### src/include/mem_macros.svh
`ifndef MEM_MACROS_SVH
`define MEM_MACROS_SVH

// byte address width.
`define MEM_ADDR_W 32

// data width, one word per access.
`define MEM_DATA_W 32

// log2 of the word count, 1024 words gives 4 KiB.
`define MEM_DEPTH_LOG2 10

// nonzero start value for the delay lfsr.
`define LFSR_SEED 8'hA5

`endif

### src/design/mem_pkg.sv
package mem_pkg;

  // read channel FSM.
  typedef enum logic [1:0] {
    RD_IDLE,
    RD_WAIT,
    RD_RESP
  } rd_state_e;

  // write channel FSM, address and data may land together.
  typedef enum logic [1:0] {
    WR_ADDR,
    WR_DATA,
    WR_WAIT,
    WR_RESP
  } wr_state_e;

  typedef enum logic {
    RESP_OKAY   = 1'b0,
    RESP_SLVERR = 1'b1
  } resp_e;

  typedef enum logic {
    REQ_IFU,  // instruction fetch.
    REQ_LSU   // load/store.
  } req_e;

endpackage

### src/design/axi_lite_if.sv
`timescale 1ns/1ps
`include "mem_macros.svh"

interface axi_lite_if;

  // read address.
  logic [`MEM_ADDR_W-1:0]   araddr;
  logic                     arvalid;
  logic                     arready;

  // read data.
  logic [`MEM_DATA_W-1:0]   rdata;
  mem_pkg::resp_e           rresp;
  logic                     rvalid;
  logic                     rready;

  // write address.
  logic [`MEM_ADDR_W-1:0]   awaddr;
  logic                     awvalid;
  logic                     awready;

  // write data, one strobe per byte.
  logic [`MEM_DATA_W-1:0]   wdata;
  logic [`MEM_DATA_W/8-1:0] wstrb;
  logic                     wvalid;
  logic                     wready;

  // write response.
  mem_pkg::resp_e           bresp;
  logic                     bvalid;
  logic                     bready;

  modport master (
    output araddr, arvalid, rready, awaddr, awvalid, wdata, wstrb, wvalid, bready,
    input  arready, rdata, rresp, rvalid, awready, wready, bresp, bvalid
  );

  modport slave (
    input  araddr, arvalid, rready, awaddr, awvalid, wdata, wstrb, wvalid, bready,
    output arready, rdata, rresp, rvalid, awready, wready, bresp, bvalid
  );

endinterface

### src/design/axi_arbiter.sv
`timescale 1ns/1ps

module axi_arbiter (
  input logic        clk,
  input logic        rst,
  axi_lite_if.slave  ifu,
  axi_lite_if.slave  lsu,
  axi_lite_if.master mem
);

  mem_pkg::req_e owner_q;  // holds the read path until R completes.
  mem_pkg::req_e last_q;   // winner of the last contended grant.
  mem_pkg::req_e grant;
  mem_pkg::req_e sel;
  logic          busy_q;
  logic          contend;
  logic          ar_fire;
  logic          r_fire;

  // ====================================================================
  // read grant
  // ====================================================================
  always_comb begin
    contend = ifu.arvalid && lsu.arvalid;
    if (contend) begin
      grant = (last_q == mem_pkg::REQ_IFU) ? mem_pkg::REQ_LSU : mem_pkg::REQ_IFU;
    end else if (lsu.arvalid) begin
      grant = mem_pkg::REQ_LSU;
    end else begin
      grant = mem_pkg::REQ_IFU;
    end
  end

  assign sel     = busy_q ? owner_q : grant;
  assign ar_fire = mem.arvalid && mem.arready;
  assign r_fire  = mem.rvalid && mem.rready;

  always_ff @(posedge clk) begin
    if (rst) begin
      busy_q  <= 1'b0;
      owner_q <= mem_pkg::REQ_IFU;
      last_q  <= mem_pkg::REQ_LSU;  // ifu wins the first tie.
    end else begin
      if (ar_fire) begin
        busy_q  <= 1'b1;
        owner_q <= sel;
        if (contend) last_q <= sel;
      end
      if (r_fire) busy_q <= 1'b0;
    end
  end

  // ====================================================================
  // read routing
  // ====================================================================
  assign mem.araddr  = (sel == mem_pkg::REQ_LSU) ? lsu.araddr : ifu.araddr;
  assign mem.arvalid = !busy_q &&
                       ((sel == mem_pkg::REQ_LSU) ? lsu.arvalid : ifu.arvalid);

  // an idle port sees ready, a losing requester does not.
  assign ifu.arready = !busy_q && mem.arready &&
                       ((sel == mem_pkg::REQ_IFU) || !ifu.arvalid);
  assign lsu.arready = !busy_q && mem.arready &&
                       ((sel == mem_pkg::REQ_LSU) || !lsu.arvalid);

  assign mem.rready = (owner_q == mem_pkg::REQ_LSU) ? lsu.rready : ifu.rready;
  assign ifu.rvalid = mem.rvalid && (owner_q == mem_pkg::REQ_IFU);
  assign lsu.rvalid = mem.rvalid && (owner_q == mem_pkg::REQ_LSU);
  assign ifu.rdata  = mem.rdata;
  assign ifu.rresp  = mem.rresp;
  assign lsu.rdata  = mem.rdata;
  assign lsu.rresp  = mem.rresp;

  // ====================================================================
  // write routing, load/store only
  // ====================================================================
  assign mem.awaddr  = lsu.awaddr;
  assign mem.awvalid = lsu.awvalid;
  assign lsu.awready = mem.awready;
  assign mem.wdata   = lsu.wdata;
  assign mem.wstrb   = lsu.wstrb;
  assign mem.wvalid  = lsu.wvalid;
  assign lsu.wready  = mem.wready;
  assign lsu.bresp   = mem.bresp;
  assign lsu.bvalid  = mem.bvalid;
  assign mem.bready  = lsu.bready;

  // fetch side never writes.
  assign ifu.awready = 1'b0;
  assign ifu.wready  = 1'b0;
  assign ifu.bvalid  = 1'b0;
  assign ifu.bresp   = mem_pkg::RESP_OKAY;

endmodule

### src/flat_wrapper.sv
// flat-port wrapper written by rule: the top's interface ports become plain ports
module axi_arbiter_flat 
  (clk, rst, ifu_araddr, ifu_arvalid, ifu_rready, ifu_awaddr, ifu_awvalid, ifu_wdata, ifu_wstrb, ifu_wvalid, ifu_bready, ifu_arready, ifu_rdata, ifu_rresp, ifu_rvalid, ifu_awready, ifu_wready, ifu_bresp, ifu_bvalid, lsu_araddr, lsu_arvalid, lsu_rready, lsu_awaddr, lsu_awvalid, lsu_wdata, lsu_wstrb, lsu_wvalid, lsu_bready, lsu_arready, lsu_rdata, lsu_rresp, lsu_rvalid, lsu_awready, lsu_wready, lsu_bresp, lsu_bvalid, mem_araddr, mem_arvalid, mem_rready, mem_awaddr, mem_awvalid, mem_wdata, mem_wstrb, mem_wvalid, mem_bready, mem_arready, mem_rdata, mem_rresp, mem_rvalid, mem_awready, mem_wready, mem_bresp, mem_bvalid);
  axi_lite_if ifu_i ();
  axi_lite_if lsu_i ();
  axi_lite_if mem_i ();
  input logic clk;
  input logic rst;
  input wire logic [$bits(ifu_i.araddr)-1:0] ifu_araddr;
  input wire logic [$bits(ifu_i.arvalid)-1:0] ifu_arvalid;
  input wire logic [$bits(ifu_i.rready)-1:0] ifu_rready;
  input wire logic [$bits(ifu_i.awaddr)-1:0] ifu_awaddr;
  input wire logic [$bits(ifu_i.awvalid)-1:0] ifu_awvalid;
  input wire logic [$bits(ifu_i.wdata)-1:0] ifu_wdata;
  input wire logic [$bits(ifu_i.wstrb)-1:0] ifu_wstrb;
  input wire logic [$bits(ifu_i.wvalid)-1:0] ifu_wvalid;
  input wire logic [$bits(ifu_i.bready)-1:0] ifu_bready;
  output wire logic [$bits(ifu_i.arready)-1:0] ifu_arready;
  output wire logic [$bits(ifu_i.rdata)-1:0] ifu_rdata;
  output wire logic [$bits(ifu_i.rresp)-1:0] ifu_rresp;
  output wire logic [$bits(ifu_i.rvalid)-1:0] ifu_rvalid;
  output wire logic [$bits(ifu_i.awready)-1:0] ifu_awready;
  output wire logic [$bits(ifu_i.wready)-1:0] ifu_wready;
  output wire logic [$bits(ifu_i.bresp)-1:0] ifu_bresp;
  output wire logic [$bits(ifu_i.bvalid)-1:0] ifu_bvalid;
  input wire logic [$bits(lsu_i.araddr)-1:0] lsu_araddr;
  input wire logic [$bits(lsu_i.arvalid)-1:0] lsu_arvalid;
  input wire logic [$bits(lsu_i.rready)-1:0] lsu_rready;
  input wire logic [$bits(lsu_i.awaddr)-1:0] lsu_awaddr;
  input wire logic [$bits(lsu_i.awvalid)-1:0] lsu_awvalid;
  input wire logic [$bits(lsu_i.wdata)-1:0] lsu_wdata;
  input wire logic [$bits(lsu_i.wstrb)-1:0] lsu_wstrb;
  input wire logic [$bits(lsu_i.wvalid)-1:0] lsu_wvalid;
  input wire logic [$bits(lsu_i.bready)-1:0] lsu_bready;
  output wire logic [$bits(lsu_i.arready)-1:0] lsu_arready;
  output wire logic [$bits(lsu_i.rdata)-1:0] lsu_rdata;
  output wire logic [$bits(lsu_i.rresp)-1:0] lsu_rresp;
  output wire logic [$bits(lsu_i.rvalid)-1:0] lsu_rvalid;
  output wire logic [$bits(lsu_i.awready)-1:0] lsu_awready;
  output wire logic [$bits(lsu_i.wready)-1:0] lsu_wready;
  output wire logic [$bits(lsu_i.bresp)-1:0] lsu_bresp;
  output wire logic [$bits(lsu_i.bvalid)-1:0] lsu_bvalid;
  output wire logic [$bits(mem_i.araddr)-1:0] mem_araddr;
  output wire logic [$bits(mem_i.arvalid)-1:0] mem_arvalid;
  output wire logic [$bits(mem_i.rready)-1:0] mem_rready;
  output wire logic [$bits(mem_i.awaddr)-1:0] mem_awaddr;
  output wire logic [$bits(mem_i.awvalid)-1:0] mem_awvalid;
  output wire logic [$bits(mem_i.wdata)-1:0] mem_wdata;
  output wire logic [$bits(mem_i.wstrb)-1:0] mem_wstrb;
  output wire logic [$bits(mem_i.wvalid)-1:0] mem_wvalid;
  output wire logic [$bits(mem_i.bready)-1:0] mem_bready;
  input wire logic [$bits(mem_i.arready)-1:0] mem_arready;
  input wire logic [$bits(mem_i.rdata)-1:0] mem_rdata;
  input wire logic [$bits(mem_i.rresp)-1:0] mem_rresp;
  input wire logic [$bits(mem_i.rvalid)-1:0] mem_rvalid;
  input wire logic [$bits(mem_i.awready)-1:0] mem_awready;
  input wire logic [$bits(mem_i.wready)-1:0] mem_wready;
  input wire logic [$bits(mem_i.bresp)-1:0] mem_bresp;
  input wire logic [$bits(mem_i.bvalid)-1:0] mem_bvalid;
  assign ifu_i.araddr = ifu_araddr;
  assign ifu_i.arvalid = ifu_arvalid;
  assign ifu_i.rready = ifu_rready;
  assign ifu_i.awaddr = ifu_awaddr;
  assign ifu_i.awvalid = ifu_awvalid;
  assign ifu_i.wdata = ifu_wdata;
  assign ifu_i.wstrb = ifu_wstrb;
  assign ifu_i.wvalid = ifu_wvalid;
  assign ifu_i.bready = ifu_bready;
  assign ifu_arready = ifu_i.arready;
  assign ifu_rdata = ifu_i.rdata;
  assign ifu_rresp = ifu_i.rresp;
  assign ifu_rvalid = ifu_i.rvalid;
  assign ifu_awready = ifu_i.awready;
  assign ifu_wready = ifu_i.wready;
  assign ifu_bresp = ifu_i.bresp;
  assign ifu_bvalid = ifu_i.bvalid;
  assign lsu_i.araddr = lsu_araddr;
  assign lsu_i.arvalid = lsu_arvalid;
  assign lsu_i.rready = lsu_rready;
  assign lsu_i.awaddr = lsu_awaddr;
  assign lsu_i.awvalid = lsu_awvalid;
  assign lsu_i.wdata = lsu_wdata;
  assign lsu_i.wstrb = lsu_wstrb;
  assign lsu_i.wvalid = lsu_wvalid;
  assign lsu_i.bready = lsu_bready;
  assign lsu_arready = lsu_i.arready;
  assign lsu_rdata = lsu_i.rdata;
  assign lsu_rresp = lsu_i.rresp;
  assign lsu_rvalid = lsu_i.rvalid;
  assign lsu_awready = lsu_i.awready;
  assign lsu_wready = lsu_i.wready;
  assign lsu_bresp = lsu_i.bresp;
  assign lsu_bvalid = lsu_i.bvalid;
  assign mem_araddr = mem_i.araddr;
  assign mem_arvalid = mem_i.arvalid;
  assign mem_rready = mem_i.rready;
  assign mem_awaddr = mem_i.awaddr;
  assign mem_awvalid = mem_i.awvalid;
  assign mem_wdata = mem_i.wdata;
  assign mem_wstrb = mem_i.wstrb;
  assign mem_wvalid = mem_i.wvalid;
  assign mem_bready = mem_i.bready;
  assign mem_i.arready = mem_arready;
  assign mem_i.rdata = mem_rdata;
  assign mem_i.rresp = mem_rresp;
  assign mem_i.rvalid = mem_rvalid;
  assign mem_i.awready = mem_awready;
  assign mem_i.wready = mem_wready;
  assign mem_i.bresp = mem_bresp;
  assign mem_i.bvalid = mem_bvalid;
  axi_arbiter u_core (.clk(clk), .rst(rst), .ifu(ifu_i), .lsu(lsu_i), .mem(mem_i));
endmodule
### config.mk
export PLATFORM = sky130hd
export DESIGN_NAME = axi_arbiter_flat
export DESIGN_NICKNAME = d
export VERILOG_FILES = /design/src/design/mem_pkg.sv /design/src/design/axi_lite_if.sv /design/src/design/axi_arbiter.sv /design/src/flat_wrapper.sv
export VERILOG_INCLUDE_DIRS = /design/src /design/src/include
export SDC_FILE = /design/constraint.sdc
export NUM_CORES = 1
export LEC_CHECK = 0
export BUFFER_PORTS_ARGS = -buffer_cell sky130_fd_sc_hd__buf_2
export CORE_AREA = 2 2 167 169
export CTS_CLUSTER_SIZE = 12
export DETAILED_ROUTE_END_ITERATION = 8
export DIE_AREA = 0 0 169 171
export PLACE_DENSITY = 0.36
export SYNTH_ARGS = -nofsm -noshare
export SYNTH_HDL_FRONTEND = slang
export SYNTH_SLANG_ARGS = --single-unit
export TNS_END_PERCENT = 20
### constraint.sdc
create_clock -name clk -period 1.81 [get_ports clk]
set_clock_uncertainty 0.15 [all_clocks]
set_input_delay 0.0905 -clock clk [delete_from_list [all_inputs] [get_ports clk]]
set_output_delay 0.0905 -clock clk [all_outputs]
set_load 0.02 [all_outputs]
==> reports/metrics.csv, run 1 <==
stage,metric,value,unit
sta,f_max,525,MHz
yosys,Most used DFF post-synth,dfxtp_1,
clock_tree,CTS clock-pin slew for the worst setup and hold paths,0.03,ns
cells_and_area,# fillers,3211,
sta,RSZ-0062 raised after global routing,true,
yosys,Syn. warnings,0,
cells_and_area,n_diodes,0,
clock_tree,Worst-Skew Late Latency,0.22,ns
yosys,Synth cell types,20,
clock_tree,CTS tree,yes,
routing,Vias/cell,2.14,
routing,met2 routed WL,2.74,mm
yosys,main combinational cell family by area after synthesis,buffers and inverters,
grt,GRT Util Overall,3.20,%
die,Initial Util,6.20,%
cells_and_area,synth-to-layout area growth,21.3,%
yosys,Syn Std Cell Area,1690,um^2
die,core area,27300,um^2
routing,Post-DRT Antenna Nets,0,
yosys,"area leader, netlist",buf_4,
setup_path,Reg2Reg Setup Slack,0.40,ns
yosys,Post-synth top cells,"145 x buf_4, 33 x mux2_2, 3 x buf_6, 3 x dfxtp_1, 3 x nor2_1",
die,I/O pins,434,
yosys,number of synthesized flops with an enable pin,0,
grt,initial antenna violation count,0,
power,power per cell area,499,nW/um^2
grt,largest net degree at the start of global routing,15,
sta,Final Hold Fails,0,
routing,Top Layer Used,met4,
routing,M1 wire length,1.80,mm
routing,# DRC,0,
placement,IO buf count,109,
outcome,status,"finished, violations left",
routing,first-pass iteration count of the detailed router,4,
clock_tree,Root Buffer,clkbuf_16,
setup_path,crit path DAT,1.66,ns
clock_tree,CTS buffer count,3,
worst_hold_path,WHS Path Cells,0,
yosys,Synth top area share,64.3,%
die,Die X,169,um
setup_path,Worst R2R Path Depth,3,
yosys,adder and majority gate portion of the synthesized area,0,%
worst_hold_path,worst hold path type,primary input to output pin,
yosys,number of synthesized register bits,3,
setup_path,Crit Path Category,flop to output pin,
yosys,mux cell area share after synthesis,23.3,%
placement,RePlAce Congestion,0.565,
yosys,Post-Syn Area per Cell,8.34,um^2
power,maximum VDD drop,206,uV
outcome,violated checks,setup timing,
sta,final clock period utilization by the worst path,105,%
sta,Slew Limit Fails,0,
yosys,XOR/XNOR Fraction of Synth Area,0.517,%
routing,Vias,1132,
power,Leak,0.930,nW
grt,number of global-route vias before repair,1055,
sta,worst setup margin,-0.0932,ns
sta,minimum clock period,1.90,ns
sta,final-report setup violation count,32,
cells_and_area,design area,2050,um^2
grt,first-pass GRT wire length,6.39,mm
routing,DR WL/cell,11.2,um
clock_tree,H-Tree Depth,1,
grt,Overflow after GRT,0,
yosys,Synth Area in Simple Gates,2.73,%
sta,Fin Hold WS,0.0310,ns
yosys,ranking of synthesized cells by area,"buf_4 64%, mux2_2 22%, dfxtp_1 3.5%",
setup_path,WP data required,1.57,ns
routing,routed wire length,5.90,mm
routing,DR WL met3,862,um
die,Die ar.,28900,um^2
setup_path,CP startpoint kind,flop,
die,FP Rows,61,
placement,post-place instance area,1600,um^2
cells_and_area,layout cells sized above 1,87.4,%
cells_and_area,# nets final,434,
flow_run,max-cap violations,0,
yosys,Synth Area in Compound Gates,2.96,%
yosys,sequential element share of the synthesized area,3.55,%
setup_path,"critical path fanouts, max",7,
yosys,most frequent cell after synthesis,buf_4,
clock_tree,CTS sink cnt,3,
die,die height,171,um
yosys,Post-Syn Instances,203,
routing,1st-iter DRT viols,24,
setup_path,CP endpoint kind,output pin,
clock_tree,CTS Buffer Depth,2,
yosys,ys async rst share,0,%
placement,hpwl dp,4.29,mm
[per-stage QoR]
stage	utilization, %	power (mW)	cells	worst slack [ns]	TNS (ns)
2_1_floorplan	-	0.789	206	0.239	0
3_3_place_gp	5.87	0.507	517	-0.0173	-0.0173
3_5_place_dp	5.87	0.507	517	-0.0374	-0.0975
4_1_cts	6.55	0.916	525	-0.158	-3.89
5_1_grt	7.51	1.08	528	-0.156	-4.33
6_report	7.51	1.02	528	-0.0932	-2.34
[cell type report]
| cell class | count | area, um^2 | share of cell area (%) |
|---|---|---|---|
| multi-input cells | 53 | 601 | 29.3 |
| clock buffers | 4 | 78.8 | 3.84 |
| repair buffers | 120 | 868 | 42.3 |
| well taps | 346 | 433 | 21.1 |
| inverters | 2 | 10.0 | 0.488 |
| flip-flops and latches | 3 | 62.6 | 3.05 |
[power breakdown]
part / internal [mW] / switching (mW)
clock: 0.290 / 0.0586
combinational: 0.329 / 0.271
sequential: 0.0716 / 0.00437
total: 0.691 / 0.334
[state kept, by name, summed over array words and instances, names as in the netlist]
signal	count
u_core.busy_q	1
u_core.last_q	1
u_core.owner_q	1
[kinds of logic (layout without fill, tap and decap cells)]
logic type                count (synthesis)  after routing
AOI/OAI and AO/OA                         6              6
other                                     1              4
buffers and inverters                   150            126
and+or+nand+nor                           8              8
DFF                                       3              3
xor gates and xnor gates                  1              1
muxes                                    34             34
[routing by layer]
layer  up-vias  global-route usage [%]
li1        465                       -
met1       474                    2.43
met2       127                    5.38
met3        66                    1.71
met4         0                    3.79
met5         -                       0
[cell usage in the layout (no fill, tap or decap), drive strengths merged]
cell type and instances:
a21boi 1, nand3b 1, inv 2, nand4b 1, a211oi 1, conb 4
mux2i 1, clkbuf 6, mux2 33, nor2b 1, a221oi 1, nand2b 1
a32oi 1, o21ai 1, dfxtp 3, nor2 3, and2 1, buf 116
xor2 1, a311oi 1, dlygate4sd3 2
[critical path: stages (launching register included)]
cell	delay, ns
dfxtp_2	0.32
inv_4	0.07
mux2i_4	0.24
buf_12	0.17
clkbuf_16	0.18
mux2_4	0.32
buf_6	0.13
[worst paths after layout]
| kind | startpoint | endpoint |
|---|---|---|
| max | u_core.busy_q | mem_araddr[4] |
| max reg2reg | u_core.owner_q | u_core.busy_q |
| min | lsu_awaddr[19] | mem_awaddr[19] |
| min reg2reg | u_core.last_q | u_core.last_q |
[timing repair]
item,4_1_cts,5_1_grt
pin swaps,0,0
gates cloned,1,2
buffers inserted,1,1
hold buffers,2,0
endpoints found under the setup margin,32,32
hold endpoints to repair,3,0
resized for setup,14,61
Power figures use the tool's default switching activity.
==> run 2: changes to the inputs <==
--- a/config.mk
+++ b/config.mk
@@ -11,7 +11,7 @@
 export CTS_CLUSTER_SIZE = 12
 export DETAILED_ROUTE_END_ITERATION = 8
 export DIE_AREA = 0 0 169 171
-export PLACE_DENSITY = 0.36
+export PLACE_DENSITY = 0.37
 export SYNTH_ARGS = -nofsm -noshare
 export SYNTH_HDL_FRONTEND = slang
 export SYNTH_SLANG_ARGS = --single-unit
==> reports/metrics.csv, run 2 (same netlist as run 1, synthesis figures left out) <==
stage,metric,value,unit
outcome,status,"finished, violations left",
outcome,violated checks,setup timing,
clock_tree,CTS Buffer Depth,2,
worst_hold_path,worst hold path type,primary input to output pin,
sta,worst setup margin,-0.0868,ns
setup_path,worst stage delay on the critical path,0.34,ns
clock_tree,Worst-Skew Late Latency,0.22,ns
sta,f_max,527,MHz
grt,initial antenna violation count,0,
setup_path,CP top delay family,multiplexers,
sta,minimum clock period,1.90,ns
grt,largest net degree at the start of global routing,9,
routing,routed wire length,6.07,mm
setup_path,crit path buf inv count,4,
cells_and_area,non-filler instance count after layout,529,
die,Die X,169,um
grt,Overflow after GRT,0,
setup_path,worst path cell trace,"inv_2, mux2i_4, buf_6, buf_16, mux2_2, buf_6",
clock_tree,CTS buffer count,3,
cells_and_area,layout cells sized above 1,87.4,%
grt,number of global-route vias before repair,1174,
power,power per cell area,500,nW/um^2
clock_tree,CTS clock-pin slew for the worst setup and hold paths,0.03,ns
die,die height,171,um
routing,# DRC,0,
setup_path,WP data required,1.57,ns
clock_tree,CTS tree,yes,
setup_path,CP most frequent cell,buf_6,
flow_run,max-cap violations,0,
placement,hpwl dp,4.37,mm
cells_and_area,design area,2090,um^2
clock_tree,H-Tree Depth,1,
die,Initial Util,6.20,%
placement,Placed Cells,518,
placement,post-place instance area,1610,um^2
setup_path,CP endpoint kind,output pin,
sta,final clock period utilization by the worst path,105,%
setup_path,"critical path fanouts, max",8,
setup_path,Crit Path Category,flop to output pin,
die,FP Rows,61,
die,core area,27300,um^2
cells_and_area,synth-to-layout area growth,23.2,%
routing,1st-iter DRT viols,22,
cells_and_area,"leading cell type in the layout, fill and taps excluded",buf_2,
routing,Vias/cell,2.19,
clock_tree,CTS sink cnt,3,
power,Leak,0.952,nW
sta,Slew Limit Fails,0,
setup_path,CP startpoint kind,flop,
die,I/O pins,434,
placement,Setup WS pre-CTS,0.0529,ns
routing,DR WL/cell,11.5,um
sta,final-report setup violation count,32,
die,Die ar.,28900,um^2
grt,first-pass GRT wire length,7.45,mm
power,maximum VDD drop,207,uV
cells_and_area,most frequent cells in the layout,"81 x buf_2, 30 x buf_6, 25 x mux2_4, 8 x mux2_2",
cells_and_area,n_diodes,0,
placement,IO buf count,109,
cells_and_area,largest registers,"u_core.busy_q x1, u_core.last_q x1, u_core.owner_q x1",
sta,RSZ-0062 raised after global routing,true,
clock_tree,Root Buffer,clkbuf_16,
sta,Final Hold Fails,0,
placement,RePlAce Congestion,0.585,
setup_path,crit path max-delay cell type,mux2_2,
cells_and_area,# nets final,435,
routing,first-pass iteration count of the detailed router,4,
grt,GRT Util Overall,3.75,%
setup_path,crit path DAT,1.66,ns
routing,Vias,1159,
routing,Post-DRT Antenna Nets,0,
-- run 2: cell types whose count changed in the layout (fill, tap and decap cells not counted), sizes merged --
| cell | change |
|---|---|
| clkbuf | -2 |
| buf | +3 |
-- run 2: final timing paths --
check | startpoint | end | slack, ns | cells after the start
hold reg to reg | u_core.last_q | u_core.last_q | 0.36 | 2
hold / removal | lsu_awaddr[12] | mem_awaddr[12] | 0.03 | 0
setup / recovery | u_core.busy_q | mem_araddr[13] | -0.09 | 6
setup reg to reg | u_core.owner_q | u_core.busy_q | 0.38 | 3
-- run 2: report_power, final --
| group | internal [mW] | total [mW] | switching, mW |
|---|---|---|---|
| clock network | 0.291 | 0.352 | 0.0611 |
| logic | 0.344 | 0.617 | 0.273 |
| registers | 0.0715 | 0.0752 | 0.00365 |
| total | 0.706 | 1.04 | 0.337 |
-- run 2: layout make-up --
| type | instances | area, um^2 |
|---|---|---|
| multi-input cells | 53 | 608 |
| clock buffers | 4 | 78.8 |
| repair buffers | 121 | 896 |
| fillers | 3216 | 25200 |
| flip-flops and latches | 3 | 62.6 |
| inverters | 2 | 7.51 |
| well taps | 346 | 433 |
-- run 2: repair_timing --
action | 4_1_cts | 5_1_grt
cloned | 3 | 0
hold buffers | 2 | 0
buffers inserted | 3 | 0
hold endpoints to repair | 3 | 0
pin swaps | 0 | 0
endpoints found under the setup margin | 32 | 32
gates resized for setup | 37 | 52
-- run 2: metrics by stage --
| stage | total power [mW] | util, % | setup TNS, ns | hold slack (ns) |
|---|---|---|---|---|
| final | 1.04 | 7.63 | -2.08 | 0.0310 |
| after floorplan | 0.789 | - | 0 | 0.0129 |
| after detailed placement | 0.510 | 5.89 | 0 | 0.0311 |
| after global placement | 0.507 | 5.89 | 0 | 0.0311 |
| after global routing | 1.10 | 7.63 | -4.50 | 0.0310 |
| after CTS | 0.985 | 7.00 | -3.50 | 0.0311 |
-- run 2: metal layers --
| layer | vias to the layer above | track usage (%) | wire, um |
|---|---|---|---|
| li1 | 465 | - | - |
| met1 | 493 | 2.86 | 1770 |
| met2 | 138 | 6.25 | 2870 |
| met3 | 61 | 2.43 | 898 |
| met4 | 2 | 3.53 | 484 |
| met5 | - | 1.39 | 48 |
-- run 2: worst register-to-register path: stages (launching register included) --
cell,delay [ns]
dfxtp_1,0.35
buf_4,0.16
mux2_2,0.38
a221oi_1,0.28
==> run 3: changes to the inputs <==
--- a/config.mk
+++ b/config.mk
@@ -11,7 +11,6 @@
 export CTS_CLUSTER_SIZE = 12
 export DETAILED_ROUTE_END_ITERATION = 8
 export DIE_AREA = 0 0 169 171
-export PLACE_DENSITY = 0.37
 export SYNTH_ARGS = -nofsm -noshare
 export SYNTH_HDL_FRONTEND = slang
 export SYNTH_SLANG_ARGS = --single-unit
==> reports/metrics.csv, run 3 (same netlist as run 1, synthesis figures left out) <==
stage,metric,value,unit
outcome,status,"finished, violations left",
outcome,violated checks,"hold timing, setup timing",
cells_and_area,# fillers,3195,
setup_path,CP startpoint kind,flop,
die,Initial Util,6.20,%
sta,Slew Limit Fails,0,
setup_path,CP endpoint kind,output pin,
worst_hold_path,WHS Path Cells,2,
grt,GRT Util Overall,3.37,%
routing,Post-DRT Antenna Nets,0,
routing,Vias/cell,2.10,
power,Sw Share,33.5,%
placement,IO buf count,109,
power,sequential share of power,7.9,%
cells_and_area,area of the multi-input gates,556,um^2
routing,Vias,1109,
power,maximum VDD drop,189,uV
cells_and_area,"leading cell type in the layout, fill and taps excluded",buf_2,
flow_run,max-cap violations,0,
setup_path,reg2reg end,u_core.busy_q,
sta,final clock period utilization by the worst path,105,%
worst_hold_path,worst hold path type,primary input to flop,
sta,Final TNS setup,-1.71,ns
placement,hpwl dp,4.41,mm
clock_tree,CTS buffer count,3,
grt,initial antenna violation count,1,
setup_path,worst stage delay on the critical path,0.31,ns
power,P_int,635,uW
die,Die ar.,28900,um^2
die,I/O pins,434,
setup_path,worst path cell trace,"inv_2, mux2i_4, buf_6, buf_16, mux2_4, buf_6",
routing,1st-iter DRT viols,18,
power,NetSw,320,uW
sta,f_max,528,MHz
setup_path,crit path DAT,1.65,ns
power,power per cell area,504,nW/um^2
power,combinational share of power,55.0,%
die,FP Rows,61,
clock_tree,CTS sink cnt,3,
cells_and_area,FF/Latch Area,62.6,um^2
routing,DR WL/cell,10.9,um
clock_tree,CTS clock-pin slew for the worst setup and hold paths,0.03,ns
routing,# DRC,0,
routing,first-pass iteration count of the detailed router,4,
setup_path,"critical path fanouts, max",5,
power,Leak,0.826,nW
sta,minimum clock period,1.89,ns
sta,worst setup margin,-0.0835,ns
die,Die X,169,um
routing,DR WL met3,906,um
sta,Fin Hold WS,-0.0237,ns
setup_path,Crit Path Category,flop to output pin,
routing,met2 routed WL,2.44,mm
clock_tree,CTS tree,yes,
setup_path,RR Startpoint,u_core.owner_q,
grt,number of global-route vias before repair,1035,
worst_hold_path,min-delay src,mem_rvalid,
setup_path,CP most frequent cell,buf_6,
die,core area,27300,um^2
clock_tree,Worst-Skew Late Latency,0.23,ns
placement,RePlAce Congestion,0.537,
setup_path,Reg2Reg Setup Slack,0.37,ns
routing,routed wire length,5.74,mm
die,die height,171,um
cells_and_area,largest registers,"u_core.busy_q x1, u_core.last_q x1, u_core.owner_q x1",
setup_path,WP data required,1.57,ns
sta,RSZ-0062 raised after global routing,true,
clock_tree,H-Tree Depth,1,
grt,largest net degree at the start of global routing,14,
sta,Final Hold Fails,1,
cells_and_area,layout cells sized above 1,87.8,%
worst_hold_path,hold worst-path end,u_core.busy_q,
grt,Overflow after GRT,0,
clock_tree,Root Buffer,clkbuf_16,
routing,M1 wire length,1.84,mm
cells_and_area,most frequent cells in the layout,"94 x buf_2, 24 x mux2_2, 15 x buf_6, 9 x mux2_4, 7 x buf_4",
sta,final-report setup violation count,32,
setup_path,Worst R2R Path Depth,3,
cells_and_area,synth-to-layout area growth,12.0,%
cells_and_area,# nets final,433,
routing,Top Layer Used,met4,
setup_path,crit path max-delay cell type,dfxtp_2,
grt,first-pass GRT wire length,6.62,mm
clock_tree,CTS Buffer Depth,2,
power,clock network fraction of total power,37.1,%
## run 3: changes by cell type in the layout (fill, tap and decap cells not counted), moves of 3 or more
cell and change:
buf_2 +13, buf_4 +3, buf_6 -15, mux2_2 +16
mux2_4 -16
## run 3: per-stage QoR
step / util [%] / power [mW] / setup WS (ns) / instances / instance area [um^2]
floorplan: - / 0.789 / 0.239 / 206 / 1700
global placement: 5.91 / 0.510 / 0.0666 / 517 / 1620
detailed placement: 5.91 / 0.516 / 0.0699 / 517 / 1620
CTS: 6.91 / 0.970 / -0.102 / 527 / 1890
global route: 6.94 / 1.01 / -0.151 / 528 / 1900
finish: 6.94 / 0.956 / -0.0835 / 528 / 1900
## run 3: repair_timing
item / 4_1_cts / 5_1_grt
resized for setup: 39 / 6
hold endpoints to repair: 3 / 0
gates cloned: 2 / 0
setup buffers: 4 / 1
hold buffers: 1 / 0
pin swaps: 0 / 0
setup endpoints to repair: 32 / 32
## run 3: power groups by stage
stage / Combinational [mW] / Sequential, mW / Clock [mW]
finish: 0.526 / 0.0753 / 0.355
global route: 0.565 / 0.0759 / 0.365
floorplan: 0.713 / 0.0761 / 0
detailed placement: 0.441 / 0.0749 / 0
CTS: 0.536 / 0.0751 / 0.358
global placement: 0.435 / 0.0749 / 0
## run 3: how the worst max path moves through the flow
stage | startpoint | endpoint | slack, ns | cells past startpoint
3_3_place_gp | u_core.busy_q | mem_araddr[25] | 0.07 | 5
5_1_grt | u_core.busy_q | mem_araddr[19] | -0.15 | 6
6_report | u_core.busy_q | mem_araddr[29] | -0.08 | 6
2_1_floorplan | u_core.busy_q | mem_araddr[10] | 0.24 | 4
3_5_place_dp | u_core.busy_q | mem_araddr[15] | 0.07 | 5
4_1_cts | u_core.busy_q | mem_araddr[25] | -0.10 | 6
## run 3: per-layer routing
layer  GRT usage [%]  vias to the layer above
li1                -                      461
met1            3.13                      451
met2            4.95                      127
met3            1.97                       70
met4            3.72                        0
met5               0                        -
## run 3: area by class of cell
type / instances / area share (%)
clock buffers: 4 / 4.16
inverters: 2 / 0.396
diodes: 1 / 0.132
multi-input cells: 53 / 29.3
well taps: 346 / 22.8
repair buffers: 119 / 39.9
flip-flops and latches: 3 / 3.30
## run 3: critical path: cells and delay by family, from the launching register on
family	cells	cell delay, ns
flip-flops	1	0.31
buffers and inverters	4	0.53
multiplexers	2	0.58
